--- src/verilog/ula_consts.svh ---
`ifndef ULA_CONSTS_SVH
`define ULA_CONSTS_SVH

////////////////////
// CPU cycle slots
////////////////////
`define SLOT_COUNT            24      // CLK_24 cycles per CPU cycle
`define PHASE1_SLOT           5'd23   // Last slot of phase 3
`define PHASE2_SLOT           5'd7    // Last slot of phase 1
`define PHASE3_SLOT           5'd15   // Last slot of phase 2, phi2 rises after it

////////////////////
// Raster geometry
////////////////////
`define LINE_CYCLES           64      // CPU cycles per line
`define LINES_50HZ_LAST       9'd312
`define LINES_60HZ_LAST       9'd260
`define HSYNC_FIRST           7'd49
`define HSYNC_LAST            7'd53
`define HBLANK_FIRST_VISIBLE  7'd1
`define HBLANK_LAST_VISIBLE   7'd40
`define LINE_END_FIRST        7'd49   // Attribute clear window
`define VSYNC50_FIRST         9'd258
`define VSYNC50_LAST          9'd259
`define VSYNC60_FIRST         9'd241
`define VSYNC60_LAST          9'd242
`define VBLANK_FIRST          9'd224
`define FORCE_TEXT_FIRST      9'd200  // Bottom rows always text

////////////////////
// Memory map
////////////////////
`define IO_PAGE               8'h03
`define TEXT_BASE             16'hBB80
`define HIRES_BASE            16'hA000
`define BYTES_PER_ROW         40
`define CHARSET_TEXT_STD      6'h2D   // B4xx
`define CHARSET_TEXT_ALT      6'h2E   // B8xx
`define CHARSET_HIRES_STD     6'h26   // 98xx
`define CHARSET_HIRES_ALT     6'h27   // 9Cxx

`endif
--- src/verilog/ulaBusPkg.sv ---
// Sequencer and memory bus types
package ulaBusPkg;

  `include "ula_consts.svh"

  // One bit per CLK_24 cycle of a CPU cycle
  typedef logic [`SLOT_COUNT-1:0] slotRingT;

  // Bit 0 screen fetch, bit 1 pattern fetch, bit 2 CPU access
  typedef logic [2:0] phaseRingT;

  typedef logic [15:0] memAddrT;  // CPU or SRAM address

endpackage

--- src/verilog/ulaVideoPkg.sv ---
// Video byte and attribute types
package ulaVideoPkg;

  // Register picked by an attribute byte
  typedef enum logic [1:0] {
    attrInk   = 2'd0,
    attrStyle = 2'd1,
    attrPaper = 2'd2,
    attrMode  = 2'd3
  } attrSelE;

  // Attribute view, kind is zero
  typedef struct packed {
    logic       inverse;
    logic [1:0] kind;
    attrSelE    sel;
    logic [2:0] value;
  } attrByteS;

  // Character code or hires pattern view
  typedef struct packed {
    logic       inverse;
    logic [6:0] code;     // Low 6 bits are pixels
  } dataByteS;

  // Same fetched byte, two decodings
  typedef union packed {
    attrByteS attr;
    dataByteS data;
  } videoByteU;

  typedef logic [2:0] colorT;  // {blue, green, red}

endpackage

--- src/verilog/ulaMemoryPort.sv ---
`timescale 1ns/10ps

module ulaMemoryPort (
  input  logic                CLK_24,
  input  ulaBusPkg::slotRingT slot,
  input  logic                phi2,
  input  logic                mapN,         // Low maps RAM over ROM
  input  ulaBusPkg::memAddrT  addr,         // CPU address
  input  ulaBusPkg::memAddrT  screenAddr,
  input  ulaBusPkg::memAddrT  patternAddr,
  output ulaBusPkg::memAddrT  sramAddr,
  output logic                csIoN,
  output logic                csRomN,
  output logic                csRamN
);

  `include "ula_consts.svh"

  logic ioPage;       // 0300..03FF
  logic topQuarter;   // C000..FFFF
  logic romSel;
  logic ramSel;

  ////////////////////
  // Chip selects
  ////////////////////
  assign ioPage     = addr[15:8] == `IO_PAGE;
  assign topQuarter = &addr[15:14];

  assign romSel = topQuarter & mapN;
  assign ramSel = (topQuarter & ~mapN) |     // Shadow RAM
                  (~topQuarter & ~ioPage);   // Main RAM

  // Only valid in the CPU phase
  assign csIoN  = ~(ioPage & phi2);
  assign csRomN = ~(romSel & phi2);
  assign csRamN = ~(ramSel & phi2);

  ////////////////////
  // SRAM address mux
  ////////////////////
  always_ff @(posedge CLK_24) begin
    if (slot[`PHASE1_SLOT]) begin
      sramAddr <= screenAddr;     // Phase 1 screen byte
    end else if (slot[`PHASE2_SLOT]) begin
      sramAddr <= patternAddr;    // Phase 2 glyph or pattern
    end else if (slot[`PHASE3_SLOT]) begin
      sramAddr <= addr;           // Held through phi2 high
    end
  end

endmodule

--- src/verilog/ulaSequencer.sv ---
`timescale 1ns/10ps

module ulaSequencer (
  input  logic               CLK_24,
  input  logic               RESET_INT,
  output ulaBusPkg::slotRingT slot,    // One-hot slot 0..23
  output logic               phi2,     // CPU clock
  output logic               phi2En    // One clock at slot 15
);

  `include "ula_consts.svh"

  ulaBusPkg::phaseRingT phase;  // One-hot phase

  ////////////////////
  // Slot and phase rings
  ////////////////////
  always_ff @(posedge CLK_24, posedge RESET_INT) begin
    if (RESET_INT) begin
      slot  <= ulaBusPkg::slotRingT'(1);  // Slot 0
      phase <= 3'b001;                    // Phase 1
    end else begin
      slot <= {slot[`SLOT_COUNT-2:0], slot[`SLOT_COUNT-1]};  // Rotate left
      // Phase moves on the last slot of each phase
      if (slot[`PHASE2_SLOT] || slot[`PHASE3_SLOT] || slot[`PHASE1_SLOT]) begin
        phase <= {phase[1:0], phase[2]};
      end
    end
  end

  // High for slots 16..23
  assign phi2   = phase[2];

  // Pulse on the clock before phi2 rises
  assign phi2En = slot[`PHASE3_SLOT];

endmodule

--- src/verilog/ulaTop.sv ---
`timescale 1ns/10ps

module ulaTop (
  input  logic               CLK_24,
  input  logic               RESET_INT,
  input  logic               mapN,
  input  logic [7:0]         db,
  input  ulaBusPkg::memAddrT addr,
  output logic               phi2,
  output logic               phi2En,
  output logic               pixelEn,
  output logic               csIoN,
  output logic               csRomN,
  output logic               csRamN,
  output ulaBusPkg::memAddrT sramAddr,
  output logic               red,
  output logic               green,
  output logic               blue,
  output logic               compSync,
  output logic               hSyncN,
  output logic               vSyncN,
  output logic               hBlank,
  output logic               vBlank
);

  ulaBusPkg::slotRingT    slot;
  logic [6:0]             hCount;
  logic [8:0]             vCount;
  logic                   lineEnd;
  logic                   forceText;
  logic                   blankingN;
  ulaVideoPkg::videoByteU fetchedByte;
  logic                   hiresActive;
  logic                   altCharset;
  logic                   freqSel;
  ulaBusPkg::memAddrT     screenAddr;
  ulaBusPkg::memAddrT     patternAddr;

  ulaSequencer ulaSequencer_i (
    .CLK_24(CLK_24), .RESET_INT(RESET_INT), .slot(slot), .phi2(phi2), .phi2En(phi2En)
  );

  // Raster counters run at the CPU rate
  ulaVideoTiming ulaVideoTiming_i (
    .CLK_24(CLK_24), .RESET_INT(RESET_INT), .phi2En(phi2En), .freqSel(freqSel),
    .hCount(hCount), .vCount(vCount), .lineEnd(lineEnd), .forceText(forceText),
    .blankingN(blankingN), .hBlank(hBlank), .vBlank(vBlank), .hSyncN(hSyncN),
    .vSyncN(vSyncN), .compSync(compSync)
  );

  ulaVideoDecoder ulaVideoDecoder_i (
    .CLK_24(CLK_24), .RESET_INT(RESET_INT), .db(db), .slot(slot), .lineEnd(lineEnd),
    .forceText(forceText), .blankingN(blankingN), .fetchedByte(fetchedByte),
    .hiresActive(hiresActive), .altCharset(altCharset), .freqSel(freqSel),
    .pixelEn(pixelEn), .red(red), .green(green), .blue(blue)
  );

  ulaVideoAddress ulaVideoAddress_i (
    .hCount(hCount), .vCount(vCount), .fetchedByte(fetchedByte),
    .hiresActive(hiresActive), .altCharset(altCharset),
    .screenAddr(screenAddr), .patternAddr(patternAddr)
  );

  // Single SRAM shared by video and CPU
  ulaMemoryPort ulaMemoryPort_i (
    .CLK_24(CLK_24), .slot(slot), .phi2(phi2), .mapN(mapN), .addr(addr),
    .screenAddr(screenAddr), .patternAddr(patternAddr), .sramAddr(sramAddr),
    .csIoN(csIoN), .csRomN(csRomN), .csRamN(csRamN)
  );

endmodule

--- src/verilog/ulaVideoAddress.sv ---
`timescale 1ns/10ps

module ulaVideoAddress (
  input  logic [6:0]              hCount,
  input  logic [8:0]              vCount,
  input  ulaVideoPkg::videoByteU  fetchedByte,
  input  logic                    hiresActive,
  input  logic                    altCharset,
  output ulaBusPkg::memAddrT      screenAddr,   // Phase 1
  output ulaBusPkg::memAddrT      patternAddr   // Phase 2
);

  `include "ula_consts.svh"

  logic [8:0]         row;
  ulaBusPkg::memAddrT rowOffset;
  ulaBusPkg::memAddrT screenBase;
  logic [5:0]         charsetPrefix;

  // One row per line in hires, one per 8 lines in text
  assign row = hiresActive ? vCount : {3'b000, vCount[8:3]};

  // Row times 40 as 32 + 8
  assign rowOffset  = {2'b00, row, 5'b0} + {4'b0000, row, 3'b0};
  assign screenBase = hiresActive ? `HIRES_BASE : `TEXT_BASE;
  assign screenAddr = screenBase + rowOffset + {9'b0, hCount};

  always_comb begin
    case ({hiresActive, altCharset})
      2'b11:   charsetPrefix = `CHARSET_HIRES_ALT;
      2'b10:   charsetPrefix = `CHARSET_HIRES_STD;
      2'b01:   charsetPrefix = `CHARSET_TEXT_ALT;
      default: charsetPrefix = `CHARSET_TEXT_STD;
    endcase
  end

  // 8 bytes per glyph, row within the cell from V
  assign patternAddr = {charsetPrefix, fetchedByte.data.code, vCount[2:0]};

endmodule

--- src/verilog/ulaVideoDecoder.sv ---
`timescale 1ns/10ps

module ulaVideoDecoder (
  input  logic                  CLK_24,
  input  logic                  RESET_INT,
  input  logic [7:0]            db,
  input  ulaBusPkg::slotRingT   slot,
  input  logic                  lineEnd,
  input  logic                  forceText,
  input  logic                  blankingN,
  output ulaVideoPkg::videoByteU fetchedByte,  // Latched bus byte
  output logic                  hiresActive,
  output logic                  altCharset,
  output logic                  freqSel,
  output logic                  pixelEn,
  output logic                  red,
  output logic                  green,
  output logic                  blue
);

  ulaVideoPkg::videoByteU dbView;     // Raw bus byte, decoded in place
  ulaVideoPkg::videoByteU holdByte;   // Byte waiting for slot 17
  logic                   isAttrib;
  logic                   invHold;    // Inverse bit of the fetched byte
  logic                   invPix;     // Inverse bit of the shifted byte
  logic                   loadHold;
  logic                   hiresSel;
  logic [5:0]             shifter;
  ulaVideoPkg::colorT     inkReg;
  ulaVideoPkg::colorT     paperReg;
  ulaVideoPkg::colorT     pixColor;
  ulaVideoPkg::colorT     rgb;

  assign dbView = db;

  always_ff @(posedge CLK_24) begin
    if (slot[2] || slot[10]) fetchedByte <= db;  // Screen byte, then pattern byte
  end

  // Classify at slot 3
  always_ff @(posedge CLK_24, posedge RESET_INT) begin
    if (RESET_INT) begin
      isAttrib <= 1'b0;
      invHold  <= 1'b0;
    end else if (slot[3]) begin
      isAttrib <= dbView.attr.kind == 2'b00;
      invHold  <= dbView.data.inverse;
    end
  end

  // Attribute after its own fetch, text after the pattern fetch
  assign loadHold = (isAttrib & slot[9]) |
                    (~isAttrib & slot[12] & ~hiresActive) |
                    (~isAttrib & slot[5] & hiresActive);

  always_ff @(posedge CLK_24) begin
    if (loadHold) holdByte <= fetchedByte;
  end

  ////////////////////
  // Attribute registers
  ////////////////////
  always_ff @(posedge CLK_24, posedge RESET_INT) begin
    if (RESET_INT) begin
      inkReg     <= 3'd7;     // White ink
      paperReg   <= 3'd0;
      altCharset <= 1'b0;
      hiresSel   <= 1'b0;     // Text
      freqSel    <= 1'b0;     // 60 Hz
    end else if (lineEnd) begin
      inkReg     <= 3'd7;     // Mode survives the line end
      paperReg   <= 3'd0;
      altCharset <= 1'b0;
    end else if (slot[17] && isAttrib && blankingN) begin
      case (holdByte.attr.sel)
        ulaVideoPkg::attrInk:   inkReg     <= holdByte.attr.value;
        ulaVideoPkg::attrStyle: altCharset <= holdByte.attr.value[0];
        ulaVideoPkg::attrPaper: paperReg   <= holdByte.attr.value;
        ulaVideoPkg::attrMode: begin
          hiresSel <= holdByte.attr.value[2];
          freqSel  <= holdByte.attr.value[1];
        end
        default: ;
      endcase
    end
  end

  assign hiresActive = hiresSel & ~forceText;

  ////////////////////
  // Pixel shifter
  ////////////////////
  assign pixelEn = slot[1] | slot[5] | slot[9] | slot[13] | slot[17] | slot[21];

  always_ff @(posedge CLK_24, posedge RESET_INT) begin
    if (RESET_INT) begin
      shifter <= '0;
      invPix  <= 1'b0;
    end else if (pixelEn) begin
      if (slot[17]) invPix <= invHold;
      if (slot[17] && !isAttrib) begin
        shifter <= holdByte.data.code[5:0];     // New cell
      end else begin
        shifter <= {shifter[4:0], 1'b0};         // MSB first, attribute cell blank
      end
    end
  end

  assign pixColor = shifter[5] ? inkReg : paperReg;
  assign rgb      = invPix ? ~pixColor : pixColor;

  assign red   = rgb[0];
  assign green = rgb[1];
  assign blue  = rgb[2];

endmodule

--- src/verilog/ulaVideoTiming.sv ---
`timescale 1ns/10ps

module ulaVideoTiming (
  input  logic       CLK_24,
  input  logic       RESET_INT,
  input  logic       phi2En,     // Once per CPU cycle
  input  logic       freqSel,    // 1 = 50 Hz
  output logic [6:0] hCount,
  output logic [8:0] vCount,
  output logic       lineEnd,
  output logic       forceText,
  output logic       blankingN,
  output logic       hBlank,
  output logic       vBlank,
  output logic       hSyncN,
  output logic       vSyncN,
  output logic       compSync
);

  `include "ula_consts.svh"

  logic       hWrap;      // Last cycle of the line
  logic [8:0] lastLine;   // Depends on frame rate
  logic       hVisible;
  logic       vSync50N;
  logic       vSync60N;

  assign hWrap    = hCount == 7'(`LINE_CYCLES - 1);
  assign lastLine = freqSel ? `LINES_50HZ_LAST : `LINES_60HZ_LAST;

  ////////////////////
  // Raster counters
  ////////////////////
  always_ff @(posedge CLK_24, posedge RESET_INT) begin
    if (RESET_INT) begin
      hCount <= '0;
      vCount <= '0;
    end else if (phi2En) begin
      hCount <= hWrap ? 7'd0 : hCount + 7'd1;
      if (hWrap) begin
        // Also catches a 50 to 60 Hz switch late in the frame
        if (vCount < lastLine) begin
          vCount <= vCount + 9'd1;
        end else begin
          vCount <= '0;
        end
      end
    end
  end

  ////////////////////
  // Sync and blanking windows
  ////////////////////
  assign hSyncN   = ~((hCount >= `HSYNC_FIRST) && (hCount <= `HSYNC_LAST));
  assign hVisible = (hCount >= `HBLANK_FIRST_VISIBLE) && (hCount <= `HBLANK_LAST_VISIBLE);
  assign hBlank   = ~hVisible;

  assign vSync50N = ~((vCount >= `VSYNC50_FIRST) && (vCount <= `VSYNC50_LAST));
  assign vSync60N = ~((vCount >= `VSYNC60_FIRST) && (vCount <= `VSYNC60_LAST));
  assign vSyncN   = freqSel ? vSync50N : vSync60N;
  assign vBlank   = vCount >= `VBLANK_FIRST;

  assign blankingN = hVisible & ~vBlank;
  assign compSync  = ~(hSyncN ^ vSyncN);    // Low while either sync is active

  assign lineEnd   = hCount >= `LINE_END_FIRST;      // Attribute reset zone
  assign forceText = vCount >= `FORCE_TEXT_FIRST;    // Status lines

endmodule

--- config.mk ---
export PLATFORM = sky130hd
export DESIGN_NAME = ulaTop
export DESIGN_NICKNAME = d
export VERILOG_FILES = /design/src/verilog/ulaBusPkg.sv /design/src/verilog/ulaVideoPkg.sv /design/src/verilog/ulaMemoryPort.sv /design/src/verilog/ulaSequencer.sv /design/src/verilog/ulaTop.sv /design/src/verilog/ulaVideoAddress.sv /design/src/verilog/ulaVideoDecoder.sv /design/src/verilog/ulaVideoTiming.sv
export VERILOG_INCLUDE_DIRS = /design/src /design/src/verilog
export SDC_FILE = /design/constraint.sdc
export NUM_CORES = 1
export LEC_CHECK = 0
export ABC_AREA = 1
export ABC_CLOCK_PERIOD_IN_PS = 11400
export BUFFER_PORTS_ARGS = -buffer_cell sky130_fd_sc_hd__clkbuf_2
export CAP_MARGIN = 20
export CORE_ASPECT_RATIO = 1.75
export CORE_UTILIZATION = 55
export DETAILED_ROUTE_END_ITERATION = 6
export MAX_ROUTING_LAYER = met4
export PLACE_DENSITY = 0.86
export REMOVE_ABC_BUFFERS = 1
export SLEW_MARGIN = 15
export SYNTH_ARGS = -nofsm -noshare
export SYNTH_HDL_FRONTEND = slang
export SYNTH_SLANG_ARGS = --single-unit
--- constraint.sdc ---
create_clock -name CLK_24 -period 11.4 [get_ports CLK_24]
set_input_delay 1.14 -clock CLK_24 [delete_from_list [all_inputs] [get_ports CLK_24]]
set_output_delay 1.14 -clock CLK_24 [all_outputs]
set_load 0.005 [all_outputs]
==> flow_metrics.env <==
export IMPL_clk_pin_slew_ns=0.06
export IMPL_slowest_delay_ns=0.53
export IMPL_fmaxAchievable_mhz=248.7
export IMPL_ant_nets=0
export IMPL_synth_avg_cell_area_sq_um=9.237
export IMPL_ctsResizeCount=0
export IMPL_grt_total_usage=0.2712
export IMPL_final_core_util=0.6533
export IMPL_skew_ns=0.004744
export IMPL_slew_violations=0
export IMPL_crit_buf_inv=3
export IMPL_io_pin_count=57
export IMPL_core_area_sq_um=8368
export IMPL_wl_per_cell_microns=15.96
export IMPL_syn2layout_area_growth_pct=14.91
export IMPL_num_rows=44
export IMPL_grt_pass1_vias=3859
export IMPL_cp_arrival_ns=4.12
export IMPL_finalCritPeriodShare=0.3527
export IMPL_die_h_microns=125.0
export IMPL_final_setup_tns_ns=0
export IMPL_wl_met1_mm=4.202
export IMPL_dieWidth_microns=72.30
export IMPL_grt_antenna_before_repair=0
export IMPL_routed_wl_mm=11.11
export IMPL_route_met2_wl_mm=5.873
export IMPL_first_iter_violations=354
export IMPL_whs_ns=0.3522
export IMPL_pre_cts_ws_ns=7.463
export IMPL_clk_path_buf_depth=2
export IMPL_synth_edf_count=29
export IMPL_ir_drop_v=0.00009888
export IMPL_p_leak_uw=0.002645
export IMPL_die_area_sq_um=9040
export IMPL_grt_max_degree=62
export IMPL_antennaDiodeCount=0
export IMPL_drive_gt1_frac=0.1945
export IMPL_setup_viol=0
export IMPL_wl_met3_microns=601
export IMPL_crit_family="simple AND/OR/NAND/NOR gates"
export IMPL_syn_area_sq_um=4757
export IMPL_port_buffers=56
export IMPL_fin_crit_ns=4.021
export IMPL_cts_num_sinks=90
export IMPL_cp_max_fo=21
export IMPL_routed_top_layer="met4"
export IMPL_place_hpwl_mm=8.323
export IMPL_hold_class="reg -> reg"
export IMPL_cts_hold_buf=0
export IMPL_insertion_delay_ns=0.35
export IMPL_crit_top_cell="nand2_1"
export IMPL_finalWorstSetupSlack_ns=7.379
export IMPL_yosysWarnings=0
export IMPL_required_ns=11.50
export IMPL_tightest_slew_ns=0.9127
export IMPL_routabilityCongestion=1.028
export IMPL_initial_core_util=0.5685
export IMPL_root_buffer="clkbuf_16"
export IMPL_htree_levels=3
export IMPL_overflow=0
export IMPL_end_kind="flip-flop"
export IMPL_yosysSeqAreaShare=0.5053
export IMPL_cp_slowest_cell="o21ai_0"
export IMPL_start_kind="flip-flop"
export IMPL_status="finished clean"
export IMPL_layout_common_cells="78 x nand2_1, 68 x inv_1, 56 x clkbuf_2, 56 x dfrtp_1, 39 x nor2_1"
export IMPL_powerDensity_nw_per_um2=118.9
export IMPL_design_area_sq_um=5466
export IMPL_hold_violations=0
export IMPL_dpl_cell_area_sq_um=5165
export IMPL_tritoncts="yes"
export IMPL_cts_setup_buffers=0
export IMPL_firstDrtPassIters=5
export IMPL_layout_nets=631
export IMPL_synthDistinctLibCells=41
export IMPL_synth_main_ff_cell="dfrtp_1"
export IMPL_synth_seq_cells=90
export IMPL_via_per_inst=5.592
export IMPL_drv_cap=0
export IMPL_cts_made_buffers=9
export IMPL_syn_inst=515
export IMPL_route_detailed_drc=0
export IMPL_via_count=3892
export IMPL_synthArstFlopShare=0.6778
export IMPL_crit_chain="inv_1, nand2_1, nand3_2, nand3_4, o21ai_0, inv_1, fa_1, inv_1, ha_1, a21o_1, a31oi_1, nor2_1, nor2_1, o21bai_1, nand2_1, nand2_1, nand4_1, nand3_1, nand3_1, nand2_1"
export IMPL_final_common_cell="nand2_1"
export IMPL_rsz0062_at_grt="false"
export IMPL_slew_headroom=0.3901
export IMPL_critical_path_class="reg -> reg"
export IMPL_grt_pass1_wl_mm=17.86
-- synth_stat cells, drive strengths merged (7+ instances only) --
cell type / instances / area share
a21oi: 26 / 0.027
nand4: 8 / 0.011
o21ai: 37 / 0.039
clkbuf: 7 / 0.0055
dfrtp: 56 / 0.29
inv: 74 / 0.058
edfxtp: 29 / 0.18
a31oi: 7 / 0.0092
ha: 26 / 0.068
nand3: 36 / 0.044
nand2: 92 / 0.082
nor3: 10 / 0.013
o22ai: 9 / 0.012
nor2: 40 / 0.033
xor2: 12 / 0.022
-- stage by stage --
stage                     power (uW)  instances
final                          650.2        696
after global routing           667.5        696
after CTS                      652.7        696
after detailed placement       355.9        680
after global placement         355.5        680
after floorplan                347.9        507
-- power by group --
part           total (uW)  internal, uW  switching (uW)
Combinational        16.3          6.23            10.1
Clock                 301           172             129
Sequential            333           333               0
Total                 650           511             139
-- cell families (layout without fill, tap and decap cells) --
logic type               count (synthesis)  in the layout  share of synthesized area
AO/OA/AOI/OAI                           98             98                     0.1191
XOR/XNOR                                16             16                    0.02946
adder cells (fa/ha/maj)                 28             28                    0.07680
buffers and inverters                   82            148                    0.06497
flip-flops                              90             90                     0.5053
multiplexers                             2              2                   0.004734
other                                    1              1                  0.0007883
AND/OR/NAND/NOR                        198            198                     0.1988
-- state kept, by name, summed over array words and instances, names as in the netlist, 6 cells and up --
signal	flops
ulaVideoTiming_i.hCount	7
ulaVideoDecoder_i.fetchedByte	7
ulaSequencer_i.slot	24
ulaVideoTiming_i.vCount	9
ulaMemoryPort_i.sramAddr	16
ulaVideoDecoder_i.holdByte	6
ulaVideoDecoder_i.shifter	6
-- cell type report --
cell class,instances,area [sq um]
multi-input combinational,343,2044
tap,115,143.9
clock inverter,7,76.32
sequential,90,2404
inverter,74,277.8
timing repair buffer,58,295.3
fill,685,2902
clock buffer,9,225.2
-- per-layer routing --
layer	vias to the layer above	GRT usage
li1	1867	-
met1	1839	0.2914
met2	150	0.4524
met4	0	0.1546
met3	36	0.05721
met5	-	-
-- worst paths after layout --
path / startpoint / to / slack (ns) / cells past startpoint
max reg2reg: ulaVideoTiming_i.vCount[3]$_DFFE_PP0P_ / ulaMemoryPort_i.sramAddr[13]$_DFFE_PP_ / 7.38 / 20
min reg2reg: ulaSequencer_i.slot[6]$_DFF_PP0_ / ulaSequencer_i.slot[7]$_DFF_PP0_ / 0.35 / 0
max: ulaVideoTiming_i.vCount[3]$_DFFE_PP0P_ / ulaMemoryPort_i.sramAddr[13]$_DFFE_PP_ / 7.38 / 20
min: ulaSequencer_i.slot[6]$_DFF_PP0_ / ulaSequencer_i.slot[7]$_DFF_PP0_ / 0.35 / 0
max in group asynchronous: RESET_INT / ulaSequencer_i.slot[7]$_DFF_PP0_ / 9.92 / 3
min in group asynchronous: RESET_INT / ulaVideoTiming_i.hCount[1]$_DFFE_PP0P_ / 0.98 / 3
Power figures use the tool's default switching activity.
